<file path="config.mk">
export PLATFORM = sky130hd
export DESIGN_NAME = pkt_resize_top
export DESIGN_NICKNAME = d
export VERILOG_FILES = /design/src/pkt_resize_pkg.sv /design/src/pkt_resize_regs.sv /design/src/pkt_resize_count.sv /design/src/pkt_resize_fsm.sv /design/src/pkt_resize_out.sv /design/src/pkt_resize_top.sv
export SDC_FILE = /design/constraint.sdc
export NUM_CORES = 1
export LEC_CHECK = 0
export BUFFER_PORTS_ARGS = -buffer_cell sky130_fd_sc_hd__buf_4
export CAP_MARGIN = 25
export CORE_AREA = 2 2 128 130
export CTS_BUF_LIST = sky130_fd_sc_hd__clkbuf_2 sky130_fd_sc_hd__clkbuf_4 sky130_fd_sc_hd__clkbuf_8
export CTS_CLUSTER_SIZE = 16
export DETAILED_ROUTE_END_ITERATION = 10
export DIE_AREA = 0 0 130 132
export GPL_TIMING_DRIVEN = 0
export MAX_ROUTING_LAYER = met4
export PLACE_DENSITY = 0.82
export SLEW_MARGIN = 20
export SYNTH_ARGS = -nofsm -noshare
export SYNTH_HDL_FRONTEND = slang
export SYNTH_SLANG_ARGS = --single-unit
export TNS_END_PERCENT = 1
</file>
<file path="constraint.sdc">
create_clock -name i_ce_clk -period 7.6 [get_ports i_ce_clk]
set_clock_uncertainty 0.1 [all_clocks]
set_input_delay 0.76 -clock i_ce_clk [delete_from_list [all_inputs] [get_ports i_ce_clk]]
set_output_delay 0.76 -clock i_ce_clk [all_outputs]
set_load 0.01 [all_outputs]
</file>
<file path="src/pkt_resize_pkg.sv">
// Shared types and constants for the packet resizer.
// Every resizer module refers to these by pkt_resize_pkg:: scoped names.

`default_nettype none

package pkt_resize_pkg;

  ////////////////////////////////////////
  // Field widths
  ////////////////////////////////////////

  // One input or output sample
  typedef logic [31:0] sample_t;

  // Stream ID for source and destination alike
  typedef logic [15:0] sid_t;

  // Packet length in words
  typedef logic [15:0] pkt_len_t;

  // Header sequence number that wraps at 4096
  typedef logic [11:0] seqnum_t;

  // Settings bus
  typedef logic [7:0]  set_addr_t;
  typedef logic [31:0] set_data_t;

  // Packet boundary FSM
  typedef enum logic [0:0] {
    FIRST,  // next accepted word opens a packet
    BODY    // packet in progress
  } resize_state_t;

  ////////////////////////////////////////
  // Register map and reset values
  ////////////////////////////////////////

  localparam set_addr_t SR_NEXT_DST = 8'd128;
  localparam set_addr_t SR_PKT_SIZE = 8'd129;

  localparam pkt_len_t PKT_SIZE_RESET = 16'd32;
  localparam sid_t     NEXT_DST_RESET = 16'd0;

endpackage

`default_nettype wire

</file>
<file path="src/pkt_resize_regs.sv">
// Settings-bus decoder for the resizer user registers.
// Holds the packet size and the next destination ID.

`timescale 1ns/1ps
`default_nettype none

module pkt_resize_regs (
  input  wire                        i_ce_clk,
  input  wire                        i_rst_n,
  input  wire                        i_set_stb,
  input  pkt_resize_pkg::set_addr_t  i_set_addr,
  input  pkt_resize_pkg::set_data_t  i_set_data,
  output pkt_resize_pkg::pkt_len_t   o_pkt_size,
  output pkt_resize_pkg::sid_t       o_next_dst
);

  pkt_resize_pkg::pkt_len_t pkt_size_q;
  pkt_resize_pkg::sid_t     next_dst_q;
  pkt_resize_pkg::pkt_len_t size_wr;

  // Zero size is stored as a one-word packet
  always_comb begin
    size_wr = i_set_data[15:0];
    if (size_wr == '0) begin
      size_wr = 16'd1;
    end
  end

  always_ff @(posedge i_ce_clk) begin
    if (!i_rst_n) begin
      pkt_size_q <= pkt_resize_pkg::PKT_SIZE_RESET;
      next_dst_q <= pkt_resize_pkg::NEXT_DST_RESET;
    end else if (i_set_stb) begin
      case (i_set_addr)
        pkt_resize_pkg::SR_PKT_SIZE: pkt_size_q <= size_wr;
        pkt_resize_pkg::SR_NEXT_DST: next_dst_q <= i_set_data[15:0];
        // Other addresses belong to someone else
        default: ;
      endcase
    end
  end

  assign o_pkt_size = pkt_size_q;
  assign o_next_dst = next_dst_q;

endmodule

`default_nettype wire

</file>
<file path="src/pkt_resize_count.sv">
// Word counter within the current output packet.
// Flags the word that closes the packet so the header logic can mark it last.

`timescale 1ns/1ps
`default_nettype none

module pkt_resize_count (
  input  wire                       i_ce_clk,
  input  wire                       i_rst_n,
  input  wire                       i_take,
  input  pkt_resize_pkg::pkt_len_t  i_pkt_size,
  output logic                      o_at_last
);

  pkt_resize_pkg::pkt_len_t cnt_q;
  pkt_resize_pkg::pkt_len_t last_idx;

  // Size is never below one, so this cannot underflow
  assign last_idx  = i_pkt_size - 16'd1;
  assign o_at_last = (cnt_q == last_idx);

  always_ff @(posedge i_ce_clk) begin
    if (!i_rst_n) begin
      cnt_q <= '0;
    end else if (i_take) begin
      if (o_at_last) begin
        cnt_q <= '0;
      end else begin
        cnt_q <= cnt_q + 16'd1;
      end
    end
  end

endmodule

`default_nettype wire

</file>
<file path="src/pkt_resize_fsm.sv">
// Packet boundary control: latches size, source and destination at each
// packet start and steps the sequence number after each packet's last word.

`timescale 1ns/1ps
`default_nettype none

module pkt_resize_fsm (
  input  wire                       i_ce_clk,
  input  wire                       i_rst_n,
  input  wire                       i_take,
  input  wire                       i_at_last,
  input  wire                       i_clear_seqnum,
  input  pkt_resize_pkg::sid_t      i_src,
  input  pkt_resize_pkg::pkt_len_t  i_pkt_size,
  input  pkt_resize_pkg::sid_t      i_next_dst,
  output pkt_resize_pkg::pkt_len_t  o_cur_size,
  output pkt_resize_pkg::sid_t      o_cur_src,
  output pkt_resize_pkg::sid_t      o_cur_dst,
  output pkt_resize_pkg::seqnum_t   o_seqnum,
  output logic                      o_start
);

  pkt_resize_pkg::resize_state_t state_q;
  pkt_resize_pkg::pkt_len_t      size_q;
  pkt_resize_pkg::sid_t          src_q;
  pkt_resize_pkg::sid_t          dst_q;
  pkt_resize_pkg::seqnum_t       seq_q;
  logic                          clr_pend_q;
  logic                          clr_now;

  assign o_start = (state_q == pkt_resize_pkg::FIRST);
  assign clr_now = clr_pend_q | i_clear_seqnum;

  // First word sees the live size and the cleared seqnum
  assign o_cur_size = o_start ? i_pkt_size : size_q;
  assign o_seqnum   = (o_start && clr_now) ? '0 : seq_q;
  assign o_cur_src  = src_q;
  assign o_cur_dst  = dst_q;

  ////////////////////////////////////////
  // State and sequence number
  ////////////////////////////////////////

  always_ff @(posedge i_ce_clk) begin
    if (!i_rst_n) begin
      state_q    <= pkt_resize_pkg::FIRST;
      seq_q      <= '0;
      clr_pend_q <= 1'b0;
    end else begin
      // Clear waits for the next packet start
      if (i_take && o_start) begin
        clr_pend_q <= 1'b0;
      end else if (i_clear_seqnum) begin
        clr_pend_q <= 1'b1;
      end
      if (i_take) begin
        if (i_at_last) begin
          state_q <= pkt_resize_pkg::FIRST;
          seq_q   <= o_seqnum + 12'd1;
        end else begin
          state_q <= pkt_resize_pkg::BODY;
          seq_q   <= o_seqnum;
        end
      end
    end
  end

  // Per-packet fields, held for the body words
  always_ff @(posedge i_ce_clk) begin
    if (i_take && o_start) begin
      size_q <= i_pkt_size;
      src_q  <= i_src;
      dst_q  <= i_next_dst;
    end
  end

endmodule

`default_nettype wire

</file>
<file path="src/pkt_resize_out.sv">
// One-entry output register for the resized stream.
// Loads data, last and the sideband header on every accepted word.

`timescale 1ns/1ps
`default_nettype none

module pkt_resize_out (
  input  wire                       i_ce_clk,
  input  wire                       i_rst_n,
  // Upstream samples
  input  pkt_resize_pkg::sample_t   i_tdata,
  input  wire                       i_tvalid,
  output logic                      o_tready,
  // Header sources
  input  wire                       i_at_last,
  input  wire                       i_start,
  input  pkt_resize_pkg::sid_t      i_src,
  input  pkt_resize_pkg::sid_t      i_cur_src,
  input  pkt_resize_pkg::sid_t      i_cur_dst,
  input  pkt_resize_pkg::sid_t      i_next_dst,
  input  pkt_resize_pkg::seqnum_t   i_seqnum,
  output logic                      o_take,
  // Downstream packets
  output pkt_resize_pkg::sample_t   o_tdata,
  output logic                      o_tlast,
  output pkt_resize_pkg::seqnum_t   o_tuser_seqnum,
  output pkt_resize_pkg::sid_t      o_tuser_src,
  output pkt_resize_pkg::sid_t      o_tuser_dst,
  output logic                      o_tvalid,
  input  wire                       i_tready
);

  logic                    valid_q;
  pkt_resize_pkg::sample_t data_q;
  logic                    last_q;
  pkt_resize_pkg::seqnum_t seq_q;
  pkt_resize_pkg::sid_t    src_q;
  pkt_resize_pkg::sid_t    dst_q;

  // Room when empty or when the sink drains this cycle
  assign o_tready = !valid_q || i_tready;
  assign o_take   = i_tvalid && o_tready;

  always_ff @(posedge i_ce_clk) begin
    if (!i_rst_n) begin
      valid_q <= 1'b0;
    end else if (o_take) begin
      valid_q <= 1'b1;
    end else if (i_tready) begin
      valid_q <= 1'b0;
    end
  end

  ////////////////////////////////////////
  // Payload and header
  ////////////////////////////////////////

  always_ff @(posedge i_ce_clk) begin
    if (o_take) begin
      data_q <= i_tdata;
      last_q <= i_at_last;
      seq_q  <= i_seqnum;
      // FSM latches arrive one edge late for the opening word
      src_q  <= i_start ? i_src : i_cur_src;
      dst_q  <= i_start ? i_next_dst : i_cur_dst;
    end
  end

  assign o_tvalid       = valid_q;
  assign o_tdata        = data_q;
  assign o_tlast        = last_q;
  assign o_tuser_seqnum = seq_q;
  assign o_tuser_src    = src_q;
  assign o_tuser_dst    = dst_q;

endmodule

`default_nettype wire

</file>
<file path="src/pkt_resize_top.sv">
// Packet resizer user logic: regroups a sample stream into packets of
// programmable length with a sequence, source and destination header.

`timescale 1ns/1ps
`default_nettype none

module pkt_resize_top (
  input  wire                       i_ce_clk,
  input  wire                       i_rst_n,
  // Settings bus
  input  wire                       i_set_stb,
  input  pkt_resize_pkg::set_addr_t i_set_addr,
  input  pkt_resize_pkg::set_data_t i_set_data,
  // Input stream without a last flag
  input  pkt_resize_pkg::sample_t   i_tdata,
  input  pkt_resize_pkg::sid_t      i_tuser,
  input  wire                       i_tvalid,
  output logic                      o_tready,
  // Output stream
  output pkt_resize_pkg::sample_t   o_tdata,
  output logic                      o_tlast,
  output pkt_resize_pkg::seqnum_t   o_tuser_seqnum,
  output pkt_resize_pkg::sid_t      o_tuser_src,
  output pkt_resize_pkg::sid_t      o_tuser_dst,
  output logic                      o_tvalid,
  input  wire                       i_tready,
  input  wire                       i_clear_seqnum
);

  pkt_resize_pkg::pkt_len_t pkt_size;
  pkt_resize_pkg::sid_t     next_dst;
  pkt_resize_pkg::pkt_len_t cur_size;
  pkt_resize_pkg::sid_t     cur_src;
  pkt_resize_pkg::sid_t     cur_dst;
  pkt_resize_pkg::seqnum_t  seqnum;
  logic                     start;
  logic                     take;
  logic                     at_last;

  ////////////////////////////////////////
  // User registers
  ////////////////////////////////////////

  pkt_resize_regs regs0 (
    .i_ce_clk   (i_ce_clk),
    .i_rst_n    (i_rst_n),
    .i_set_stb  (i_set_stb),
    .i_set_addr (i_set_addr),
    .i_set_data (i_set_data),
    .o_pkt_size (pkt_size),
    .o_next_dst (next_dst)
  );

  ////////////////////////////////////////
  // Packet control
  ////////////////////////////////////////

  pkt_resize_fsm fsm0 (
    .i_ce_clk       (i_ce_clk),
    .i_rst_n        (i_rst_n),
    .i_take         (take),
    .i_at_last      (at_last),
    .i_clear_seqnum (i_clear_seqnum),
    .i_src          (i_tuser),
    .i_pkt_size     (pkt_size),
    .i_next_dst     (next_dst),
    .o_cur_size     (cur_size),
    .o_cur_src      (cur_src),
    .o_cur_dst      (cur_dst),
    .o_seqnum       (seqnum),
    .o_start        (start)
  );

  pkt_resize_count count0 (
    .i_ce_clk   (i_ce_clk),
    .i_rst_n    (i_rst_n),
    .i_take     (take),
    .i_pkt_size (cur_size),
    .o_at_last  (at_last)
  );

  ////////////////////////////////////////
  // Output stage
  ////////////////////////////////////////

  pkt_resize_out out0 (
    .i_ce_clk       (i_ce_clk),
    .i_rst_n        (i_rst_n),
    .i_tdata        (i_tdata),
    .i_tvalid       (i_tvalid),
    .o_tready       (o_tready),
    .i_at_last      (at_last),
    .i_start        (start),
    .i_src          (i_tuser),
    .i_cur_src      (cur_src),
    .i_cur_dst      (cur_dst),
    .i_next_dst     (next_dst),
    .i_seqnum       (seqnum),
    .o_take         (take),
    .o_tdata        (o_tdata),
    .o_tlast        (o_tlast),
    .o_tuser_seqnum (o_tuser_seqnum),
    .o_tuser_src    (o_tuser_src),
    .o_tuser_dst    (o_tuser_dst),
    .o_tvalid       (o_tvalid),
    .i_tready       (i_tready)
  );

endmodule

`default_nettype wire

</file>
# Word level (Yosys, flattened, before mapping)
# Cells that the tools add are included.
[word_totals]
elab_cells = 44
in_bits = 94
output_inout_bits = 79
latchBits = 0
ramBits = 0
mem_count = 0
romBits = 0
regBits = 188
[classes]
n_shift = 0
mul = 0
eq_ne = 3
n_reduce_logical = 10
bitwise = 3
magnitude_cmp = 0
div_mod_pow = 0
mux = 10
addsub = 3
[ops]
columns = ["cell", "count"]
rows = [
  ["$mux 16", 5],
  ["$mux 12", 2],
  ["$add 16x1->16 const B", 1],
  ["$eq 16x16->1", 1],
  ["$eq 8x8->1 const B", 2],
  ["$logic_not 16->1", 1],
  ["$sub 16x1->16 const B", 1],
  ["$add 12x1->12 const B", 1],
  ["$reduce_and 2->1", 2],
  ["$logic_and 1x1->1", 3],
  ["$mux 1", 3],
  ["$not 1->1", 2],
  ["$reduce_bool 2->1", 1],
  ["$reduce_or 2->1", 1],
  ["$logic_not 1->1", 1],
  ["$logic_or 1x1->1", 1],
  ["$or 1x1->1", 1],
]

# Logic depth before layout (Yosys ltp)
[depth]
depth_word = 5
mapped_depth = 16
depth_no_buf = 9

# Hierarchy
# Synthesis repeated with hierarchy kept, for this count alone.
[unflattened]
hier_cells = 608
area_unflattened_um2 = 8171.6
[by_module_without_submodules]
columns = ["mod", "cells_per_inst", "n_inst", "area_per_inst_um2"]
rows = [
  ["pkt_resize_out", 118, 1, 2900.3],
  ["pkt_resize_fsm", 164, 1, 2457.4],
  ["pkt_resize_count", 190, 1, 1503.9],
  ["pkt_resize_regs", 136, 1, 1310.0],
]

# Worst setup path after synthesis
# No wires, ideal clock.
[synth_path]
path_kind = "input port to flip-flop"
startpoint = "input i_tready"
endpoint = "register count0.cnt_q[3]"
setup_slack_ps = 3281
path_stages = 7
t_required_ps = 7435
setup_time_ps = 65
t_arrival_ps = 4154
n_path_buf = 1
cell_sequence = "nand2b_1 -> nand2_1 -> inv_1 -> buf_1 -> nand4_1 -> xor2_1 -> nor2_1"
[synth_via]
elab_chain_len = 2
[synth_rtl]
columns = ["element", "line", "text"]
rows = [
  ["from (decl)", "pkt_resize_top.sv:26", "input wire i_tready,"],
  ["$logic_or 1x1->1", "pkt_resize_out.sv:41", "assign o_tready = !valid_q || i_tready;"],
  ["$logic_and 1x1->1", "pkt_resize_out.sv:42", "assign o_take = i_tvalid && o_tready;"],
  ["net count0.i_take", "pkt_resize_count.sv:10", "input wire i_take,"],
  ["to (signal assigned)", "pkt_resize_count.sv:29", "cnt_q <= cnt_q + 16'd1;"],
  ["to (decl)", "pkt_resize_count.sv:15", "pkt_resize_pkg::pkt_len_t cnt_q;"],
]
# The timed path passes the listed nets, and every way through them passes these cells.
# A chain may end at the register's enable or synchronous reset.

# Final worst setup path
[layout_path]
startpoint = "register fsm0.state_q"
endpoint = "register fsm0.seq_q[9]"
[layout_via]
elab_chain_len = 5
elab_cells_between_ends = 8
[layout_rtl]
columns = ["element", "line", "text"]
rows = [
  ["from (decl)", "pkt_resize_fsm.sv:23", "pkt_resize_pkg::resize_state_t state_q;"],
  ["from (signal assigned)", "pkt_resize_fsm.sv:46", "state_q <= pkt_resize_pkg::FIRST;"],
  ["from (signal assigned)", "pkt_resize_fsm.sv:58", "state_q <= pkt_resize_pkg::FIRST;"],
  ["from (signal assigned)", "pkt_resize_fsm.sv:61", "state_q <= pkt_resize_pkg::BODY;"],
  ["parallel branches: the longest is 4 deep, another holds $sub 16x1->16", "--", ""],
  ["$mux 12 (*)", "pkt_resize_fsm.sv:57", "if (i_at_last) begin"],
  ["to (signal assigned)", "pkt_resize_fsm.sv:59", "seq_q <= o_seqnum + 12'd1;"],
  ["to (signal assigned)", "pkt_resize_fsm.sv:62", "seq_q <= o_seqnum;"],
  ["to (decl)", "pkt_resize_fsm.sv:27", "pkt_resize_pkg::seqnum_t seq_q;"],
]
# Mark *: on every way between the ends.

==> flow_summary.yaml <==
clocking:
  cts-resized-gates: 0
  clk_latency_ns: 0.46
  holdBufCountCts: 0
  cts_tree: "yes"
  clockRootBuffer: "clkbuf_8"
  cts_setup_buffers: 0
  cts_buffers: 17
  clock_path_buffers: 2
  cts.sinks: 188
  htree_levels: 4
  cts.reportedPaths.clkPinSlew_ns: 0.10
synth:
  synth_top_flop_cell: "edfxtp_1"
  syn_nets: 680
  synth-simple-area-share_pct: 14.0
  netlist_instances: 583
  postSynthAreaPerCell_um2: 13.3
  synth-compound-area-share_pct: 3.59
  yosys-top-cells-area: "edfxtp_1, dfxtp_1, mux2i_1, mux2_2, nor2b_1"
  synth_top_family_by_area: "simple AND/OR/NAND/NOR gates"
  syn-cell-area_um2: 7780
  synthAdderAreaFrac_pct: 0.482
  ys_ff_latch: 188
  synth_edf_count: 125
  synth-async-reset-ratio_pct: 0
  synth-xor-area-share_pct: 3.94
  yosys.area.top_type: "edfxtp_1"
  yosysUniqueCellTypes: 54
  synth_mux_area_share_pct: 11.8
  synth-seq-area-share_pct: 64.5
  synth_top_area_share_pct: 48.2
  yosys_warnings: 0
sta:
  setup-tns-final_ns: 0
  finalSetupViolations: 0
  max-slew-margin-rel_pct: 45.5
  max_freq_ghz: 0.198
  worst_pin_slew_ns: 0.818
  finalHoldViolCount: 0
  rsz0062_at_grt: "no"
  fin_crit_ns: 5.06
  period_share_pct: 66.6
  finalMaxSlewViolations: 0
hold_path:
  hold_class: "primary input to flop"
  min_path_cells: 1
cells_and_area:
  antenna_cells: 0
  nets: 859
  regArea_um2: 5010
  layout_common_cells: "buf_4, edfxtp_1, dfxtp_1"
  nFillCells: 1225
  multi_input_area_um2: 2640
  final_area_um2: 9710
  final_common_cell: "buf_4"
  syn2layout_area_growth_pct: 24.9
  drive_gt1_share_pct: 31.0
floorplanning:
  dieArea_um2: 17200
  num_io_pins: 173
  fp.dieH_um: 132
  coreArea_um2: 15700
  start_util_pct: 49.5
  core.rowCount: 46
  die_w_um: 130
critical_path:
  critical_path_class: "flop to flop"
  rrSetupSlack_ns: 2.54
  r2r_cells: 16
  required_ns: 7.85
  crit_path_start: "fsm0.state_q$_SDFFE_PN0P_"
  r2r-end: "fsm0.seq_q[9]$_SDFFE_PN0P_"
  crit_arrival_ns: 5.31
  worstSetupEndpoint: "fsm0.seq_q[9]$_SDFFE_PN0P_"
  endpoint_kind: "flop"
  cp_max_fo: 10
  reg2reg_from: "fsm0.state_q$_SDFFE_PN0P_"
  cp-start-kind: "flop"
global_routing:
  gr-usage-met1_pct: 24.2
  grt_use_met2_pct: 36.4
  met3_usage_pct: 5.72
  grt_pass1_wl_um: 27600
  overflow: 0
  grt.busiest_layer: "met2"
  grt_pass1_vias: 5473
  grt_max_degree: 36
  antenna_found_initial: 0
  grt_usage_pct: 21.5
place:
  dp_hpwl_um: 12900
  io_buffer_count: 156
  post_dp_cell_area_um2: 9330
  gp_congestion: 0.910
drt:
  drt.antenna.violating_nets: 0
  viasPerCell: 5.41
  vias: 5361
  routed_wirelength_um: 17500
  first_pass_iters: 5
  first_iter_violations: 338
  drc: 0
  wl_per_cell_um: 17.7
pwr:
  ir_drop_uv: 122
  p_leak_nw: 3.78
  powerDensity_nw_per_um2: 206
flow_run:
  maxCapViolations: 0
run_status:
  status: "complete, no violations"
cell type report:
class,count,share of cell area (%)
Buffer,22,1.03
Sequential cell,188,51.6
Multi-Input combinational cell,364,27.2
Timing Repair Buffer,160,13.0
Clock buffer,17,2.41
Tap cell,216,2.78
Inverter,9,0.348
Clock inverter,15,1.60
worst max-delay path, stage by stage (launching register included):
cell	delay (ns)
dfxtp_1	0.32
buf_4	0.15
buf_2	0.26
buf_2	0.30
buf_2	0.32
buf_2	0.37
buf_1	0.56
mux2i_1	0.28
ha_1	0.21
o21ai_1	0.23
or2_2	0.40
o31a_1	0.31
nor3_1	0.19
nor4b_4	0.43
buf_4	0.26
nand4_1	0.13
mux2i_1	0.14
cell usage after synthesis, types with 3 or more instances:
master    number
edfxtp_1     125
dfxtp_1       63
mux2i_1       56
nand2_1       34
mux2_2        32
nor2b_1       32
nor2_1        30
nand3_1       28
nor3_1        19
xor2_1        18
xnor2_1       17
and2_1        13
nand4_1       12
clkbuf_1      11
inv_1          9
a21oi_1        5
nor3b_1        5
nor4_1         5
o21ai_0        5
a21boi_0       4
and3_1         4
buf_1          4
buf_2          4
o22ai_1        4
buf_4          3
ha_1           3
o211ai_1       3
or3_1          3
worst min-delay path by stage:
stage / slack (ns) / end / startpoint
detailed placement: 0.35 / fsm0.o_cur_dst[0]$_DFFE_PP_ / regs0.o_next_dst[0]$_SDFFE_PN0P_
floorplan: 0.33 / fsm0.o_cur_dst[0]$_DFFE_PP_ / regs0.o_next_dst[0]$_SDFFE_PN0P_
global placement: 0.34 / fsm0.o_cur_dst[5]$_DFFE_PP_ / regs0.o_next_dst[5]$_SDFFE_PN0P_
global route: 0.33 / out0.o_tdata[18]$_DFFE_PP_ / i_tdata[18]
CTS: 0.34 / out0.o_tdata[18]$_DFFE_PP_ / i_tdata[18]
finish: 0.36 / out0.o_tdata[18]$_DFFE_PP_ / i_tdata[18]
per-stage QoR:
step	util [%]	worst slack, ns	power (W)	hold WS (ns)	instances
after floorplan	-	3.28	0.00127	0.326	583
after global placement	58.7	2.13	0.00137	0.337	955
after detailed placement	59.3	2.58	0.00138	0.346	959
after CTS	61.8	2.54	0.00201	0.338	991
after global routing	61.8	2.28	0.00207	0.330	991
final	61.8	2.54	0.00200	0.362	991
power by group:
group / leakage, nW / total, W / switching, W / internal (W)
clock network: 0.196 / 0.000641 / 0.000370 / 0.000271
registers: 1.73 / 0.00115 / 0.0000144 / 0.00113
logic: 1.86 / 0.000206 / 0.000107 / 0.0000997
total: 3.78 / 0.00200 / 0.000491 / 0.00151
state kept, by name, summed over array words and instances, names as in the netlist, 12 cells and up:
signal / cells
out0.o_tdata: 32
out0.o_tuser_src: 16
fsm0.size_q: 16
regs0.o_next_dst: 16
out0.o_tuser_dst: 16
regs0.o_pkt_size: 16
fsm0.o_cur_src: 16
count0.cnt_q: 16
fsm0.seq_q: 12
fsm0.o_cur_dst: 16
out0.o_tuser_seqnum: 12
kinds of logic after synthesis:
group                      count (synthesis)
AOI/OAI and AO/OA                         39
xor gates and xnor gates                  35
adders and majority gates                  3
muxes                                     88
DFF                                      188
and+or+nand+nor                          199
buffers and inverters                     31
routing by layer:
metal,share of wire (%),up-vias
met3,7.6,36
met1,39,2599
met4,2.5,0
li1,-,2501
met2,51,225
met5,0,-
Note: power is estimated with default switching activity, not from simulation.
